$ cat src/design/thorIsa_defs.svh
// Thor ISA width definitions shared by the decode packages, decoders and stage
`ifndef THOR_ISA_DEFS_SVH
`define THOR_ISA_DEFS_SVH

// ========================================
// Instruction word geometry
// ========================================

// Every instruction is one 40-bit word
`define THOR_INSTR_W 40

// The primary opcode sits in the lowest bits of both formats
`define THOR_OPC_W 7

// The R2 format carries a function code in its top bits
`define THOR_FN_W 7

// Register specifiers select one of 64 registers
`define THOR_REG_W 6

// Width of the RI immediate field
`define THOR_IMM_W 21

// A prefix carries everything above its opcode as payload
`define THOR_PFX_W 33

// Integer datapath width
`define THOR_DATA_W 64

`endif

$ cat src/design/thorIsaPkg.sv
// Thor ISA package with opcode and function encodings and the instruction formats
`include "thorIsa_defs.svh"

package thorIsaPkg;

	// ========================================
	// Opcodes and R2 function codes
	// ========================================

	// Integer and system opcodes occupy the low codes and memory ops the upper half
	typedef enum logic [`THOR_OPC_W-1:0] {
		OP_SYS   = 7'd0,
		OP_R2    = 7'd2,
		OP_ADDI  = 7'd4,
		OP_SUBFI = 7'd5,
		OP_CMPI  = 7'd6,
		OP_MULI  = 7'd7,
		OP_DIVI  = 7'd8,
		OP_ANDI  = 7'd9,
		OP_ORI   = 7'd10,
		OP_EORI  = 7'd11,
		OP_SLTI  = 7'd12,
		OP_SHIFT = 7'd13,
		OP_CSR   = 7'd14,
		OP_MOV   = 7'd15,
		OP_LDB   = 7'd64,
		OP_LDBU  = 7'd65,
		OP_LDW   = 7'd66,
		OP_LDWU  = 7'd67,
		OP_LDT   = 7'd68,
		OP_LDTU  = 7'd69,
		OP_LDO   = 7'd70,
		OP_LDX   = 7'd71,
		OP_STB   = 7'd80,
		OP_STW   = 7'd81,
		OP_STT   = 7'd82,
		OP_STO   = 7'd83,
		OP_STX   = 7'd84,
		OP_PFX   = 7'd124,
		OP_NOP   = 7'd127
	} opcode_t;

	// Function codes of register-register operations
	typedef enum logic [`THOR_FN_W-1:0] {
		FN_ADD  = 7'h04,
		FN_CMP  = 7'h05,
		FN_MUL  = 7'h06,
		FN_DIV  = 7'h07,
		FN_SUB  = 7'h08,
		FN_MULU = 7'h0E,
		FN_DIVU = 7'h0F,
		FN_AND  = 7'h10,
		FN_OR   = 7'h11,
		FN_EOR  = 7'h12,
		FN_ANDC = 7'h13,
		FN_NAND = 7'h14,
		FN_NOR  = 7'h15,
		FN_ENOR = 7'h16,
		FN_ORC  = 7'h17,
		FN_SEQ  = 7'h18,
		FN_SNE  = 7'h19,
		FN_SLT  = 7'h1A,
		FN_SLE  = 7'h1B,
		FN_SLTU = 7'h1C,
		FN_SLEU = 7'h1D
	} func_t;

	// ========================================
	// Instruction formats
	// ========================================

	// Register-register format with the function code at the top of the word
	typedef struct packed {
		func_t                  func;
		logic [7:0]             spare;
		logic [`THOR_REG_W-1:0] Rb;
		logic [`THOR_REG_W-1:0] Ra;
		logic [`THOR_REG_W-1:0] Rt;
		opcode_t                opcode;
	} r2Format_t;

	// Register-immediate format used by immediate ALU ops, loads and stores
	typedef struct packed {
		logic [`THOR_IMM_W-1:0] imm;
		logic [`THOR_REG_W-1:0] Ra;
		logic [`THOR_REG_W-1:0] Rt;
		opcode_t                opcode;
	} riFormat_t;

	// Both views share the opcode in the low bits so either may be used to dispatch
	typedef union packed {
		r2Format_t r2;
		riFormat_t ri;
	} instruction_t;

	// Bits a prefix supplies above the following instruction's immediate
	typedef logic [`THOR_PFX_W-1:0] pfxPayload_t;

endpackage

$ cat src/design/thorDecodePkg.sv
// Decode result package with the memory access size and the decoded bundle
`include "thorIsa_defs.svh"

package thorDecodePkg;

	// Access sizes follow the byte, wyde, tetra and octa naming of the ISA
	typedef enum logic [1:0] {
		SZ_BYTE  = 2'd0,
		SZ_WYDE  = 2'd1,
		SZ_TETRA = 2'd2,
		SZ_OCTA  = 2'd3
	} memSize_t;

	// ========================================
	// Bundle handed to the issue logic
	// ========================================

	// One bundle is produced per accepted non-prefix instruction
	typedef struct packed {
		logic                    isAlu;
		logic                    isLoad;
		logic                    isStore;
		logic                    isIndexed;
		logic                    memUnsigned;
		memSize_t                memSize;
		logic                    hasImm;
		logic [`THOR_REG_W-1:0]  Rt;
		logic [`THOR_REG_W-1:0]  Ra;
		logic [`THOR_REG_W-1:0]  Rb;
		logic [`THOR_DATA_W-1:0] imm;
	} decoded_t;

endpackage

$ cat src/design/thorDecodeAlu.sv
// ALU-class decoder that flags instructions executed by the integer ALU
`timescale 1ns/1ps

module thorDecodeAlu (
	input  thorIsaPkg::instruction_t instr,
	output logic                     isAlu
);

	import thorIsaPkg::*;

	// The opcode is dispatched through the R2 view since both formats share it
	always_comb
	begin
		case (instr.r2.opcode)
			// System operations are handled outside the ALU
			OP_SYS:
				isAlu = 1'b0;
			// Only recognised function codes are ALU work
			OP_R2:
			begin
				case (instr.r2.func)
					FN_ADD, FN_CMP, FN_MUL, FN_DIV, FN_SUB:
						isAlu = 1'b1;
					FN_MULU, FN_DIVU:
						isAlu = 1'b1;
					FN_AND, FN_OR, FN_EOR, FN_ANDC:
						isAlu = 1'b1;
					FN_NAND, FN_NOR, FN_ENOR, FN_ORC:
						isAlu = 1'b1;
					FN_SEQ, FN_SNE, FN_SLT, FN_SLE, FN_SLTU, FN_SLEU:
						isAlu = 1'b1;
					default:
						isAlu = 1'b0;
				endcase
			end
			// Immediate forms of the arithmetic and logic ops
			OP_ADDI, OP_SUBFI, OP_CMPI, OP_MULI, OP_DIVI:
				isAlu = 1'b1;
			OP_ANDI, OP_ORI, OP_EORI, OP_SLTI:
				isAlu = 1'b1;
			// Shifts, CSR access and moves also pass through the ALU
			OP_SHIFT, OP_CSR, OP_MOV:
				isAlu = 1'b1;
			// Memory ops need the ALU to form their effective address
			OP_LDB, OP_LDBU, OP_LDW, OP_LDWU, OP_LDT, OP_LDTU, OP_LDO:
				isAlu = 1'b1;
			OP_LDX:
				isAlu = 1'b1;
			OP_STB, OP_STW, OP_STT, OP_STO:
				isAlu = 1'b1;
			OP_STX:
				isAlu = 1'b1;
			// Prefix and no-op occupy an ALU slot
			OP_PFX, OP_NOP:
				isAlu = 1'b1;
			// Unassigned opcodes are never ALU work
			default:
				isAlu = 1'b0;
		endcase
	end

endmodule

$ cat src/design/thorDecodeMem.sv
// Load/store decoder giving access size, signedness and indexed addressing
`timescale 1ns/1ps

module thorDecodeMem (
	input  thorIsaPkg::instruction_t instr,
	output logic                     isLoad,
	output logic                     isStore,
	output logic                     isIndexed,
	output logic                     memUnsigned,
	output thorDecodePkg::memSize_t  memSize
);

	import thorIsaPkg::*;
	import thorDecodePkg::*;

	always_comb
	begin
		// Non-memory instructions leave every field clear
		isLoad      = 1'b0;
		isStore     = 1'b0;
		isIndexed   = 1'b0;
		memUnsigned = 1'b0;
		memSize     = SZ_BYTE;
		case (instr.ri.opcode)
			// ========================================
			// Loads
			// ========================================
			OP_LDB, OP_LDBU:
			begin
				isLoad      = 1'b1;
				memUnsigned = (instr.ri.opcode == OP_LDBU);
			end
			OP_LDW, OP_LDWU:
			begin
				isLoad      = 1'b1;
				memUnsigned = (instr.ri.opcode == OP_LDWU);
				memSize     = SZ_WYDE;
			end
			OP_LDT, OP_LDTU:
			begin
				isLoad      = 1'b1;
				memUnsigned = (instr.ri.opcode == OP_LDTU);
				memSize     = SZ_TETRA;
			end
			// Indexed loads take Rb as the second address register and move an octa
			OP_LDO, OP_LDX:
			begin
				isLoad    = 1'b1;
				isIndexed = (instr.ri.opcode == OP_LDX);
				memSize   = SZ_OCTA;
			end
			// ========================================
			// Stores
			// ========================================
			OP_STB:
				isStore = 1'b1;
			OP_STW:
			begin
				isStore = 1'b1;
				memSize = SZ_WYDE;
			end
			OP_STT:
			begin
				isStore = 1'b1;
				memSize = SZ_TETRA;
			end
			OP_STO, OP_STX:
			begin
				isStore   = 1'b1;
				isIndexed = (instr.ri.opcode == OP_STX);
				memSize   = SZ_OCTA;
			end
			default:
				isLoad = 1'b0;
		endcase
	end

endmodule

$ cat src/design/thorDecodeImm.sv
// Immediate decoder that sign-extends the RI immediate and applies prefix bits
`timescale 1ns/1ps
`include "thorIsa_defs.svh"

module thorDecodeImm (
	input  thorIsaPkg::instruction_t  instr,
	input  logic                      pfxPending,
	input  thorIsaPkg::pfxPayload_t   pfxPayload,
	output logic                      hasImm,
	output logic [`THOR_DATA_W-1:0]   imm
);

	import thorIsaPkg::*;

	// Width of the immediate once a prefix has been placed above it
	localparam int wideW = `THOR_IMM_W + `THOR_PFX_W;

	logic [wideW-1:0] wideImm;

	// Opcodes whose RI immediate field is an operand
	always_comb
	begin
		case (instr.ri.opcode)
			OP_ADDI, OP_SUBFI, OP_CMPI, OP_MULI, OP_DIVI:
				hasImm = 1'b1;
			OP_ANDI, OP_ORI, OP_EORI, OP_SLTI, OP_SHIFT, OP_CSR:
				hasImm = 1'b1;
			// Displacement of the non-indexed loads and stores
			OP_LDB, OP_LDBU, OP_LDW, OP_LDWU, OP_LDT, OP_LDTU, OP_LDO:
				hasImm = 1'b1;
			OP_STB, OP_STW, OP_STT, OP_STO:
				hasImm = 1'b1;
			default:
				hasImm = 1'b0;
		endcase
	end

	// The prefix payload extends the field upward
	assign wideImm = {pfxPayload, instr.ri.imm};

	always_comb
	begin
		if (!hasImm)
			imm = '0;
		else if (pfxPending)
			imm = {{(`THOR_DATA_W - wideW){wideImm[wideW-1]}}, wideImm};
		else
			imm = {{(`THOR_DATA_W - `THOR_IMM_W){instr.ri.imm[`THOR_IMM_W-1]}}, instr.ri.imm};
	end

endmodule

$ cat src/design/thorDecodeStage.sv
// Registered decode stage that tracks prefixes and emits one bundle per instruction
`timescale 1ns/1ps
`include "thorIsa_defs.svh"

module thorDecodeStage (
	input  logic                     clk,
	input  logic                     rst,
	input  logic                     instrValid,
	input  thorIsaPkg::instruction_t instr,
	output logic                     outValid,
	output thorDecodePkg::decoded_t  decoded
);

	import thorIsaPkg::*;
	import thorDecodePkg::*;

	// Decoder outputs for the instruction on the input this cycle
	logic                    aluHit;
	logic                    memLoad;
	logic                    memStore;
	logic                    memIndexed;
	logic                    memUns;
	memSize_t                memSz;
	logic                    immHas;
	logic [`THOR_DATA_W-1:0] immVal;

	// Prefix state waiting for the next real instruction
	logic        pfxPending;
	pfxPayload_t pfxPayload;

	logic     isPfx;
	logic     useRb;
	decoded_t nextBundle;

	// ========================================
	// Combinational decoders
	// ========================================

	thorDecodeAlu thorDecodeAlu_inst (
		.instr (instr),
		.isAlu (aluHit)
	);

	thorDecodeMem thorDecodeMem_inst (
		.instr       (instr),
		.isLoad      (memLoad),
		.isStore     (memStore),
		.isIndexed   (memIndexed),
		.memUnsigned (memUns),
		.memSize     (memSz)
	);

	thorDecodeImm thorDecodeImm_inst (
		.instr      (instr),
		.pfxPending (pfxPending),
		.pfxPayload (pfxPayload),
		.hasImm     (immHas),
		.imm        (immVal)
	);

	assign isPfx = (instr.ri.opcode == OP_PFX);

	// Rb is only a real operand for R2 ops and indexed memory access
	assign useRb = (instr.r2.opcode == OP_R2) || memIndexed;

	always_comb
	begin
		nextBundle.isAlu       = aluHit;
		nextBundle.isLoad      = memLoad;
		nextBundle.isStore     = memStore;
		nextBundle.isIndexed   = memIndexed;
		nextBundle.memUnsigned = memUns;
		nextBundle.memSize     = memSz;
		nextBundle.hasImm      = immHas;
		nextBundle.Rt          = instr.r2.Rt;
		nextBundle.Ra          = instr.r2.Ra;
		nextBundle.Rb          = useRb ? instr.r2.Rb : '0;
		nextBundle.imm         = immVal;
	end

	// ========================================
	// Output register and prefix tracking
	// ========================================

	always_ff @(posedge clk)
	begin
		if (rst)
		begin
			outValid   <= 1'b0;
			pfxPending <= 1'b0;
			decoded    <= '0;
		end
		else
		begin
			// A prefix is absorbed here and never reaches the consumer
			outValid <= instrValid && !isPfx;
			if (instrValid)
			begin
				pfxPending <= isPfx;
				if (!isPfx)
					decoded <= nextBundle;
			end
		end
	end

	// Everything above the opcode is kept and a later prefix overwrites it
	always_ff @(posedge clk)
	begin
		if (instrValid && isPfx)
			pfxPayload <= {instr.ri.imm, instr.ri.Ra, instr.ri.Rt};
	end

endmodule

$ cat config.mk
export PLATFORM = sky130hd
export DESIGN_NAME = thorDecodeStage
export DESIGN_NICKNAME = d
export VERILOG_FILES = /design/src/design/thorIsaPkg.sv /design/src/design/thorDecodePkg.sv /design/src/design/thorDecodeAlu.sv /design/src/design/thorDecodeMem.sv /design/src/design/thorDecodeImm.sv /design/src/design/thorDecodeStage.sv
export VERILOG_INCLUDE_DIRS = /design/src /design/src/design
export SDC_FILE = /design/constraint.sdc
export NUM_CORES = 1
export LEC_CHECK = 0
export BUFFER_PORTS_ARGS = -buffer_cell sky130_fd_sc_hd__buf_2
export CAP_MARGIN = 20
export CORE_MARGIN = 1
export CORE_UTILIZATION = 51
export DETAILED_ROUTE_END_ITERATION = 12
export PLACE_DENSITY = 0.84
export SYNTH_ARGS = -nofsm -noshare
export SYNTH_HDL_FRONTEND = slang
export SYNTH_SLANG_ARGS = --single-unit
$ cat constraint.sdc
create_clock -name clk -period 4.3 [get_ports clk]
set_input_delay 0.215 -clock clk [delete_from_list [all_inputs] [get_ports clk]]
set_output_delay 0.215 -clock clk [all_outputs]
set_load 0.005 [all_outputs]
==> impl_metrics.env, run 1 <==
export IMPL_drc=0
export IMPL_die_area_mm2=0.00941
export IMPL_powerDensity_mw_per_mm2=466
export IMPL_die_h_um=97.0
export IMPL_crit_path_end_kind="flop"
export IMPL_final_cell_mix="133 x buf_2, 102 x nand2_1, 89 x a21oi_1"
export IMPL_hp_start="instrValid"
export IMPL_fin_cells=751
export IMPL_grt_max_degree=66
export IMPL_dpl_instance_area_mm2=0.00519
export IMPL_routed_wl_um=13300
export IMPL_rsz0062_at_grt="false"
export IMPL_clock_path_buffers=2
export IMPL_finalWorstPathRequiredPeriod_ps=2280
export IMPL_grt_util_met1=0.346
export IMPL_required_ps=4660
export IMPL_fillCellCount=587
export IMPL_worstSetupStartpointType="primary input"
export IMPL_grtUsageTotal=0.277
export IMPL_synth_nets=531
export IMPL_cts_setup_buffers=0
export IMPL_design_area_mm2=0.00624
export IMPL_overflow=0
export IMPL_hpwl_um=7420
export IMPL_hold_path_depth=2
export IMPL_final_common_cell="buf_2"
export IMPL_area_growth_pct=35.5
export IMPL_drv_cap=0
export IMPL_final_max_slew_viol_count=0
export IMPL_use_met3=0.0737
export IMPL_tightest_slew_ps=1110
export IMPL_setup_violations_final=0
export IMPL_arrival_ps=2640
export IMPL_avgSynthCellArea_um2=9.44
export IMPL_ys_types=47
export IMPL_yosys_area_top_type_share=0.357
export IMPL_viasPerCell=5.85
export IMPL_die_w_um=97.0
export IMPL_ys_warn_count=0
export IMPL_place_inst=683
export IMPL_worstSetupPathType="primary input to flop"
export IMPL_status="finished, final reports clean"
export IMPL_dp_slack_ps=1850
export IMPL_worstRegToRegCells=5
export IMPL_finClkSkew_ps=5.13
export IMPL_rows=34
export IMPL_io_pins=134
export IMPL_wl_per_cell_um=17.8
export IMPL_whs_ps=46.7
export IMPL_synth_edf_count=33
export IMPL_drive_above_1_share=0.286
export IMPL_grt_antenna_before_repair=0
export IMPL_rr_endpoint="decoded[27]$_SDFFE_PP0P_"
export IMPL_vias=4397
export IMPL_grt_pass1_wl_um=20600
export IMPL_slew_headroom=0.257
export IMPL_antenna_left=0
export IMPL_cts_max_level=4
export IMPL_first_pass_iters=5
export IMPL_start_util=0.528
export IMPL_timing_fmax_mhz=439
export IMPL_globalplace_congestion=0.819
export IMPL_numCtsBuffers=17
export IMPL_syn_inst=488
export IMPL_p_leak_nw=2.59
export IMPL_synthTopCellsByArea="dfxtp_1 36%, edfxtp_1 22%, a21oi_1 9.7%"
export IMPL_use_met2=0.436
export IMPL_whs_endpoint="pfxPending$_SDFFE_PP0P_"
export IMPL_r2r_start="pfxPending$_SDFFE_PP0P_"
export IMPL_yosys_area_top_type="dfxtp_1"
export IMPL_clk_latency_ps=510
export IMPL_clockRootBuffer="clkbuf_8"
export IMPL_n_antenna_cell=0
export IMPL_seq_area_mm2=0.00263
export IMPL_grt_pass1_vias=4138
export IMPL_rrSetupSlack_ps=2540
export IMPL_design_core_area_mm2=0.00872
export IMPL_cts_tree="built"
export IMPL_path_max_fanout=21
export IMPL_fin_ws_ps=2020
export IMPL_hold_viol=0
export IMPL_clkTransAtPathRegs_ps=60
export IMPL_cts_sinks=115
export IMPL_fin_tns_setup_ps=0
export IMPL_hold_path_class="primary input to flop"
export IMPL_grt_busiest_layer="met2"
export IMPL_synthFlopType="dfxtp_1"
export IMPL_synth_seq_cells=115
export IMPL_period_share=0.530
export IMPL_mappedNetlistArea_mm2=0.00460
export IMPL_first_iter_violations=637
export IMPL_finish_utilization=0.715
export IMPL_synthArstFlopShare=0
export IMPL_nNetsFinal=673
export IMPL_p_total_mw=2.90
export IMPL_multiInputGateArea_mm2=0.00170
export IMPL_ys_seq_area_frac=0.572
export IMPL_peakVddDrop_v=0.000244
export IMPL_portBuffers=133
==> worst max-delay path by stage <==
| stage | cells past startpoint | slack, ps | startpoint | end |
|---|---|---|---|---|
| 2_1_floorplan | 3 | 730 | instr[3] | pfxPayload[0]$_DFFE_PP_ |
| 3_3_place_gp | 6 | 1930 | instr[3] | decoded[1]$_SDFFE_PP0P_ |
| 3_5_place_dp | 6 | 1850 | instr[6] | decoded[3]$_SDFFE_PP0P_ |
| 4_1_cts | 5 | 2130 | pfxPending$_SDFFE_PP0P_ | decoded[27]$_SDFFE_PP0P_ |
| 5_1_grt | 6 | 1920 | instr[2] | decoded[5]$_SDFFE_PP0P_ |
| 6_report | 6 | 2020 | instr[6] | decoded[5]$_SDFFE_PP0P_ |
==> critical path, stage by stage <==
cell and delay (ps):
buf_2 170, a21o_1 220, a2111oi_4 1010, buf_4 350, nor3_1 160, nor4_1 500
==> power by group <==
group | switching [mW] | total [mW] | internal, mW | leakage, nW
registers | 0.0172 | 1.16 | 1.14 | 0.963
logic | 0.132 | 0.226 | 0.0942 | 1.31
clock network | 0.498 | 1.52 | 1.02 | 0.317
==> layer usage <==
metal / part of all wire / routed length, µm
met5: 0 / 0
met4: 0.041 / 546
met3: 0.079 / 1050
met2: 0.49 / 6500
met1: 0.39 / 5250
==> area by class of cell <==
class | count | share of cell area
Clock buffer | 20 | 0.0766
Clock inverter | 12 | 0.0277
Inverter | 2 | 0.00120
Multi-Input combinational cell | 319 | 0.273
Sequential cell | 115 | 0.422
Tap cell | 108 | 0.0217
Timing Repair Buffer | 175 | 0.178
==> what timing repair did <==
action                                 4_1_cts  5_1_grt
gates resized for setup                      0        0
hold buffers                                33        0
endpoints found under the hold margin       60        0
==> cell families after synthesis <==
kind of cell              after synthesis  share of synthesized area
AOI/OAI and AO/OA                     165                      0.214
xor gates and xnor gates                1                    0.00190
buffers and inverters                  54                     0.0601
DFF                                   115                      0.572
muxes                                   1                    0.00217
and+or+nand+nor                       152                      0.150
==> sequential cells by signal (all words and copies together), names as in the netlist <==
name / cells
decoded: 80
pfxPayload: 33
pfxPending: 1
outValid: 1
==> Yosys cell counts (all sizes together) (2+ instances only) <==
| cell | number |
|---|---|
| o211ai | 7 |
| o22ai | 2 |
| nand3 | 2 |
| nor4b | 2 |
| o21a | 2 |
| nor2 | 21 |
| nor3 | 4 |
| or3b | 2 |
| a22o | 15 |
| clkbuf | 26 |
| a21o | 3 |
| o21ai | 39 |
| a21oi | 90 |
| dfxtp | 82 |
| nand2b | 4 |
| nand2 | 102 |
| buf | 26 |
| nor4 | 7 |
| edfxtp | 33 |
Power figures use the tool's default switching activity.
==> run 2: changes to the inputs <==
==> constraint.sdc (replaced) <==
create_clock -name clk -period 2.2 [get_ports clk]
set_input_delay 0.11 -clock clk [delete_from_list [all_inputs] [get_ports clk]]
set_output_delay 0.11 -clock clk [all_outputs]
set_load 0.005 [all_outputs]
==> impl_metrics.env, run 2 (synthesis results as in run 1) <==
export IMPL_status="finished, final reports clean"
export IMPL_p_leak_nw=2.56
export IMPL_reg_top3="decoded (80), pfxPayload (33)"
export IMPL_worstPathCellList="buf_4, nand2b_1, buf_4, a21oi_1, o21ai_1, a21oi_1"
export IMPL_whs_endpoint="decoded[88]$_SDFFE_PP0P_"
export IMPL_cts_setup_buffers=0
export IMPL_tightest_slew_ps=647
export IMPL_seq_area_mm2=0.00263
export IMPL_hold_path_depth=4
export IMPL_crit_path_end_kind="flop"
export IMPL_hp_start="instr[3]"
export IMPL_p_total_mw=5.28
export IMPL_design_core_area_mm2=0.00872
export IMPL_peakVddDrop_v=0.000600
export IMPL_die_w_um=97.0
export IMPL_worstSetupPathType="flop to flop"
export IMPL_setup_violations_final=0
export IMPL_fin_cells=754
export IMPL_portBuffers=133
export IMPL_required_ps=2620
export IMPL_routed_wl_um=12200
export IMPL_dr_wl_met3_um=929
export IMPL_clockRootBuffer="clkbuf_8"
export IMPL_nNetsFinal=677
export IMPL_slowest_stage="dfxtp_1"
export IMPL_antenna_left=0
export IMPL_regMostFlops="decoded"
export IMPL_slew_headroom=0.566
export IMPL_io_pins=134
export IMPL_rows=34
export IMPL_max_stage_delay_ps=300
export IMPL_grtUsageTotal=0.262
export IMPL_overflow=0
export IMPL_worstSetupStartpointType="flop"
export IMPL_fillCellCount=616
export IMPL_first_iter_violations=299
export IMPL_drt_met1_wl_um=4950
export IMPL_path_max_fanout=33
export IMPL_die_h_um=97.0
export IMPL_period_share=0.693
export IMPL_arrival_ps=1950
export IMPL_grt_antenna_before_repair=0
export IMPL_grt_pass1_wl_um=19400
export IMPL_final_max_slew_viol_count=0
export IMPL_grt_max_degree=62
export IMPL_drv_cap=0
export IMPL_rrSetupSlack_ps=680
export IMPL_vias=4221
export IMPL_clkTransAtPathRegs_ps=60
export IMPL_multiInputGateArea_mm2=0.00171
export IMPL_viasPerCell=5.60
export IMPL_first_pass_iters=5
export IMPL_cts_sinks=115
export IMPL_finClkSkew_ps=8.25
export IMPL_numCtsBuffers=17
export IMPL_hpwl_um=7420
export IMPL_clk_latency_ps=510
export IMPL_drive_above_1_share=0.286
export IMPL_start_util=0.528
export IMPL_hold_path_class="primary input to flop"
export IMPL_clock_path_buffers=2
export IMPL_final_common_cell="buf_2"
export IMPL_final_cell_mix="133 x buf_2, 102 x nand2_1, 89 x a21oi_1"
export IMPL_powerDensity_mw_per_mm2=856
export IMPL_top_layer="met4"
export IMPL_cts_max_level=4
export IMPL_fin_tns_setup_ps=0
export IMPL_rsz0062_at_grt="false"
export IMPL_cts_tree="built"
export IMPL_r2r_start="pfxPending$_SDFFE_PP0P_"
export IMPL_wl_per_cell_um=16.2
export IMPL_hold_viol=0
export IMPL_globalplace_congestion=0.850
export IMPL_n_antenna_cell=0
export IMPL_place_inst=689
export IMPL_drc=0
export IMPL_worstRegToRegCells=6
export IMPL_grt_pass1_vias=3931
export IMPL_rr_endpoint="decoded[24]$_SDFFE_PP0P_"
export IMPL_met2_length_um=5930
export IMPL_largest_register_ffs=80
export IMPL_area_growth_pct=34.0
export IMPL_die_area_mm2=0.00941
export IMPL_timing_fmax_mhz=656
export IMPL_finalWorstPathRequiredPeriod_ps=1520
-- run 2: cell types whose count changed in the layout (fill, tap and decap cells not counted), moves of 2 or more --
cell       delta
buf_4         +4
buf_12        +2
buf_16        -2
bufinv_16     -2
clkbuf_16     -2
clkbuf_8      +2
-- run 2: worst max path at each step --
| stage | start | endpoint | slack (ps) | cells past startpoint |
|---|---|---|---|---|
| after CTS | pfxPending$_SDFFE_PP0P_ | decoded[50]$_SDFFE_PP0P_ | 750 | 6 |
| after global routing | pfxPending$_SDFFE_PP0P_ | decoded[24]$_SDFFE_PP0P_ | 610 | 6 |
| after global placement | instr[4] | decoded[89]$_SDFFE_PP0P_ | 600 | 5 |
| after detailed placement | instr[4] | decoded[89]$_SDFFE_PP0P_ | 530 | 5 |
| after floorplan | instr[3] | pfxPayload[0]$_DFFE_PP_ | 250 | 3 |
| final | pfxPending$_SDFFE_PP0P_ | decoded[24]$_SDFFE_PP0P_ | 680 | 6 |
-- run 2: worst max-delay path: cells and delay by family (launching register included) --
family                 cells  cell delay [ps]
AO/OA/AOI/OAI              3              550
buffers and inverters      2              420
flip-flops                 1              300
AND/OR/NAND/NOR            1              150
-- run 2: timing repair --
item	CTS	global route
endpoints found under the hold margin	75	0
hold buffers	34	0
resized for setup	0	0
-- run 2: cell type report --
cell class	instances	share of cell area
inverters	2	0.00122
flip-flops and latches	115	0.427
multi-input cells	319	0.277
clock buffers	21	0.0744
clock inverters	10	0.0176
well taps	108	0.0219
repair buffers	179	0.182
-- run 2: report_power, final --
part	switching [mW]	internal, mW
Sequential	0.0271	2.23
Clock	0.910	1.68
Combinational	0.252	0.182
-- run 2: routing by layer --
| metal | up-vias | global-route usage |
|---|---|---|
| li1 | 2002 | - |
| met1 | 1985 | 0.323 |
| met2 | 201 | 0.420 |
| met3 | 33 | 0.0809 |
| met4 | 0 | 0.116 |
| met5 | - | 0 |
-- run 2: through the flow --
step	hold slack (ps)	instance area [µm²]	util	setup WS (ps)
2_1_floorplan	209	4620	-	252
3_3_place_gp	306	5260	0.603	600
3_5_place_dp	306	5260	0.603	525
4_1_cts	37.8	6170	0.708	752
5_1_grt	91.9	6170	0.708	615
6_report	58.8	6170	0.708	676
==> run 3: changes to the inputs <==
--- a/config.mk
+++ b/config.mk
@@ -9,9 +9,9 @@
 export BUFFER_PORTS_ARGS = -buffer_cell sky130_fd_sc_hd__buf_2
 export CAP_MARGIN = 20
 export CORE_MARGIN = 1
-export CORE_UTILIZATION = 51
+export CORE_UTILIZATION = 46
 export DETAILED_ROUTE_END_ITERATION = 12
-export PLACE_DENSITY = 0.84
+export PLACE_DENSITY = 0.8
 export SYNTH_ARGS = -nofsm -noshare
 export SYNTH_HDL_FRONTEND = slang
 export SYNTH_SLANG_ARGS = --single-unit
==> constraint.sdc (replaced) <==
create_clock -name clk -period 1.22 [get_ports clk]
set_input_delay 0.061 -clock clk [delete_from_list [all_inputs] [get_ports clk]]
set_output_delay 0.061 -clock clk [all_outputs]
set_load 0.005 [all_outputs]
==> impl_metrics.env, run 3 (synthesis results as in run 1) <==
export IMPL_path_max_fanout=17
export IMPL_hp_start="instr[0]"
export IMPL_drc=0
export IMPL_final_max_slew_viol_count=0
export IMPL_status="finished, final reports clean"
export IMPL_cts_max_level=4
export IMPL_cts_sinks=115
export IMPL_p_leak_nw=2.74
export IMPL_die_h_um=102
export IMPL_n_antenna_cell=0
export IMPL_largest_register_ffs=80
export IMPL_fin_cells=807
export IMPL_slowest_stage="dfxtp_2"
export IMPL_first_pass_iters=5
export IMPL_required_ps=1660
export IMPL_slew_headroom=0.718
export IMPL_critPathTopFamily="compound AO/OA/AOI/OAI gates"
export IMPL_worstSetupPathType="flop to flop"
export IMPL_place_inst=738
export IMPL_grt_antenna_before_repair=0
export IMPL_rows=36
export IMPL_cts_tree="built"
export IMPL_grt_pass1_vias=4161
export IMPL_finalWorstPathRequiredPeriod_ps=1190
export IMPL_nNetsFinal=704
export IMPL_peakVddDrop_v=0.000734
export IMPL_grt_max_degree=51
export IMPL_hold_path_class="primary input to flop"
export IMPL_final_common_cell="buf_2"
export IMPL_arrival_ps=1630
export IMPL_die_w_um=102
export IMPL_hold_path_depth=4
export IMPL_vias=4347
export IMPL_wl_per_cell_um=16.6
export IMPL_critical_path_most_common_cell="a21oi_1"
export IMPL_final_cell_mix="133 x buf_2, 102 x nand2_1, 83 x a21oi_1"
export IMPL_finClkSkew_ps=5.26
export IMPL_cts_setup_buffers=0
export IMPL_antenna_left=0
export IMPL_globalplace_congestion=0.928
export IMPL_rr_endpoint="decoded[25]$_SDFFE_PP0P_"
export IMPL_rsz0062_at_grt="false"
export IMPL_worstSetupStartpointType="flop"
export IMPL_viasPerCell=5.39
export IMPL_clk_latency_ps=520
export IMPL_hold_viol=0
export IMPL_r2r_start="pfxPending$_SDFFE_PP0P_"
export IMPL_area_growth_pct=42.6
export IMPL_grt_pass1_wl_um=20700
export IMPL_reg_top3="decoded (80), pfxPayload (33)"
export IMPL_io_pins=134
export IMPL_clock_path_buffers=2
export IMPL_first_iter_violations=290
export IMPL_fin_ws_ps=32.5
export IMPL_numCtsBuffers=17
export IMPL_clockRootBuffer="clkbuf_8"
export IMPL_die_area_mm2=0.0104
export IMPL_hpwl_um=8250
export IMPL_period_share=0.973
export IMPL_finish_utilization=0.675
export IMPL_grtUsageTotal=0.263
export IMPL_drive_above_1_share=0.326
export IMPL_timing_fmax_mhz=842
export IMPL_worstRegToRegCells=5
export IMPL_portBuffers=133
export IMPL_setup_violations_final=0
export IMPL_dp_slack_ps=-323
export IMPL_overflow=0
export IMPL_start_util=0.473
export IMPL_design_core_area_mm2=0.00973
export IMPL_tightest_slew_ps=422
export IMPL_whs_endpoint="decoded[85]$_SDFFE_PP0P_"
export IMPL_rrSetupSlack_ps=30
export IMPL_routed_wl_um=13400
export IMPL_regMostFlops="decoded"
export IMPL_clkTransAtPathRegs_ps=50
export IMPL_path_buf_inv=1
export IMPL_crit_path_end_kind="flop"
export IMPL_max_stage_delay_ps=330
export IMPL_drv_cap=0
export IMPL_powerDensity_mw_per_mm2=1460
export IMPL_worstPathCellList="nand2b_4, buf_12, a21oi_1, o21ai_1, a21oi_1"
==> run 3: cell types whose count changed in the layout (fill, tap and decap cells not counted), sizes merged <==
cell,change
buf,+25
clkinv,+2
clkinvlp,-2
dlygate4sd3,+2
bufinv,-1
clkbuf,+1
inv,+1
==> run 3: worst max path at each step <==
stage / from / to / slack, ps / cells past startpoint
after global placement: instr[1] / decoded[8]$_SDFFE_PP0P_ / -230 / 6
after floorplan: instr[1] / pfxPayload[0]$_DFFE_PP_ / -660 / 3
after global routing: pfxPending$_SDFFE_PP0P_ / decoded[21]$_SDFFE_PP0P_ / 0.1 / 5
final: pfxPending$_SDFFE_PP0P_ / decoded[25]$_SDFFE_PP0P_ / 30 / 5
after CTS: pfxPending$_SDFFE_PP0P_ / decoded[30]$_SDFFE_PP0P_ / 3 / 5
after detailed placement: instr[6] / decoded[74]$_SDFFE_PP0P_ / -320 / 8
==> run 3: worst min-delay path: stages <==
cell     delay, ps
buf_2          150
and3_1         160
mux2i_1         60
nor2_1          70
==> run 3: through the flow <==
| stage | TNS (ps) | cell area [µm²] | hold WS, ps | power [mW] |
|---|---|---|---|---|
| 2_1_floorplan | -31530 | 4750 | 160 | 4.60 |
| 3_5_place_dp | -27230 | 5580 | 254 | 4.93 |
| 6_report | 0 | 6560 | 18.0 | 9.60 |
| 5_1_grt | 0 | 6560 | 42.4 | 9.88 |
| 4_1_cts | 0 | 6540 | 5.41 | 9.57 |
| 3_3_place_gp | -21900 | 5580 | 256 | 4.89 |
==> run 3: repair_timing <==
| action | CTS | global route |
|---|---|---|
| hold buffers | 36 | 0 |
| hold endpoints to repair | 75 | 0 |
| cloned | 1 | 0 |
| gates resized for setup | 4 | 9 |
| pin swaps | 1 | 1 |
| endpoints found under the setup margin | 12 | 23 |
==> run 3: layout make-up <==
cell class | count | area (µm²)
sequential | 115 | 2640
fill | 753 | 3170
timing repair buffer | 206 | 1440
tap | 133 | 166
multi-input combinational | 319 | 1770
clock buffer | 22 | 474
clock inverter | 10 | 78.8
inverter | 2 | 7.51
==> run 3: per-layer routing <==
metal,GRT usage,up-vias,share of wire
li1,-,2058,-
met1,0.310,2071,0.40
met2,0.446,183,0.50
met3,0.0787,35,0.074
met4,0.111,0,0.025
met5,0,-,0
==> run 3: where the power goes <==
| part | switching, mW | internal, mW | leakage (nW) |
|---|---|---|---|
| Sequential | 0.0508 | 4.02 | 0.964 |
| Combinational | 0.504 | 0.429 | 1.50 |
| Clock | 1.70 | 2.90 | 0.281 |
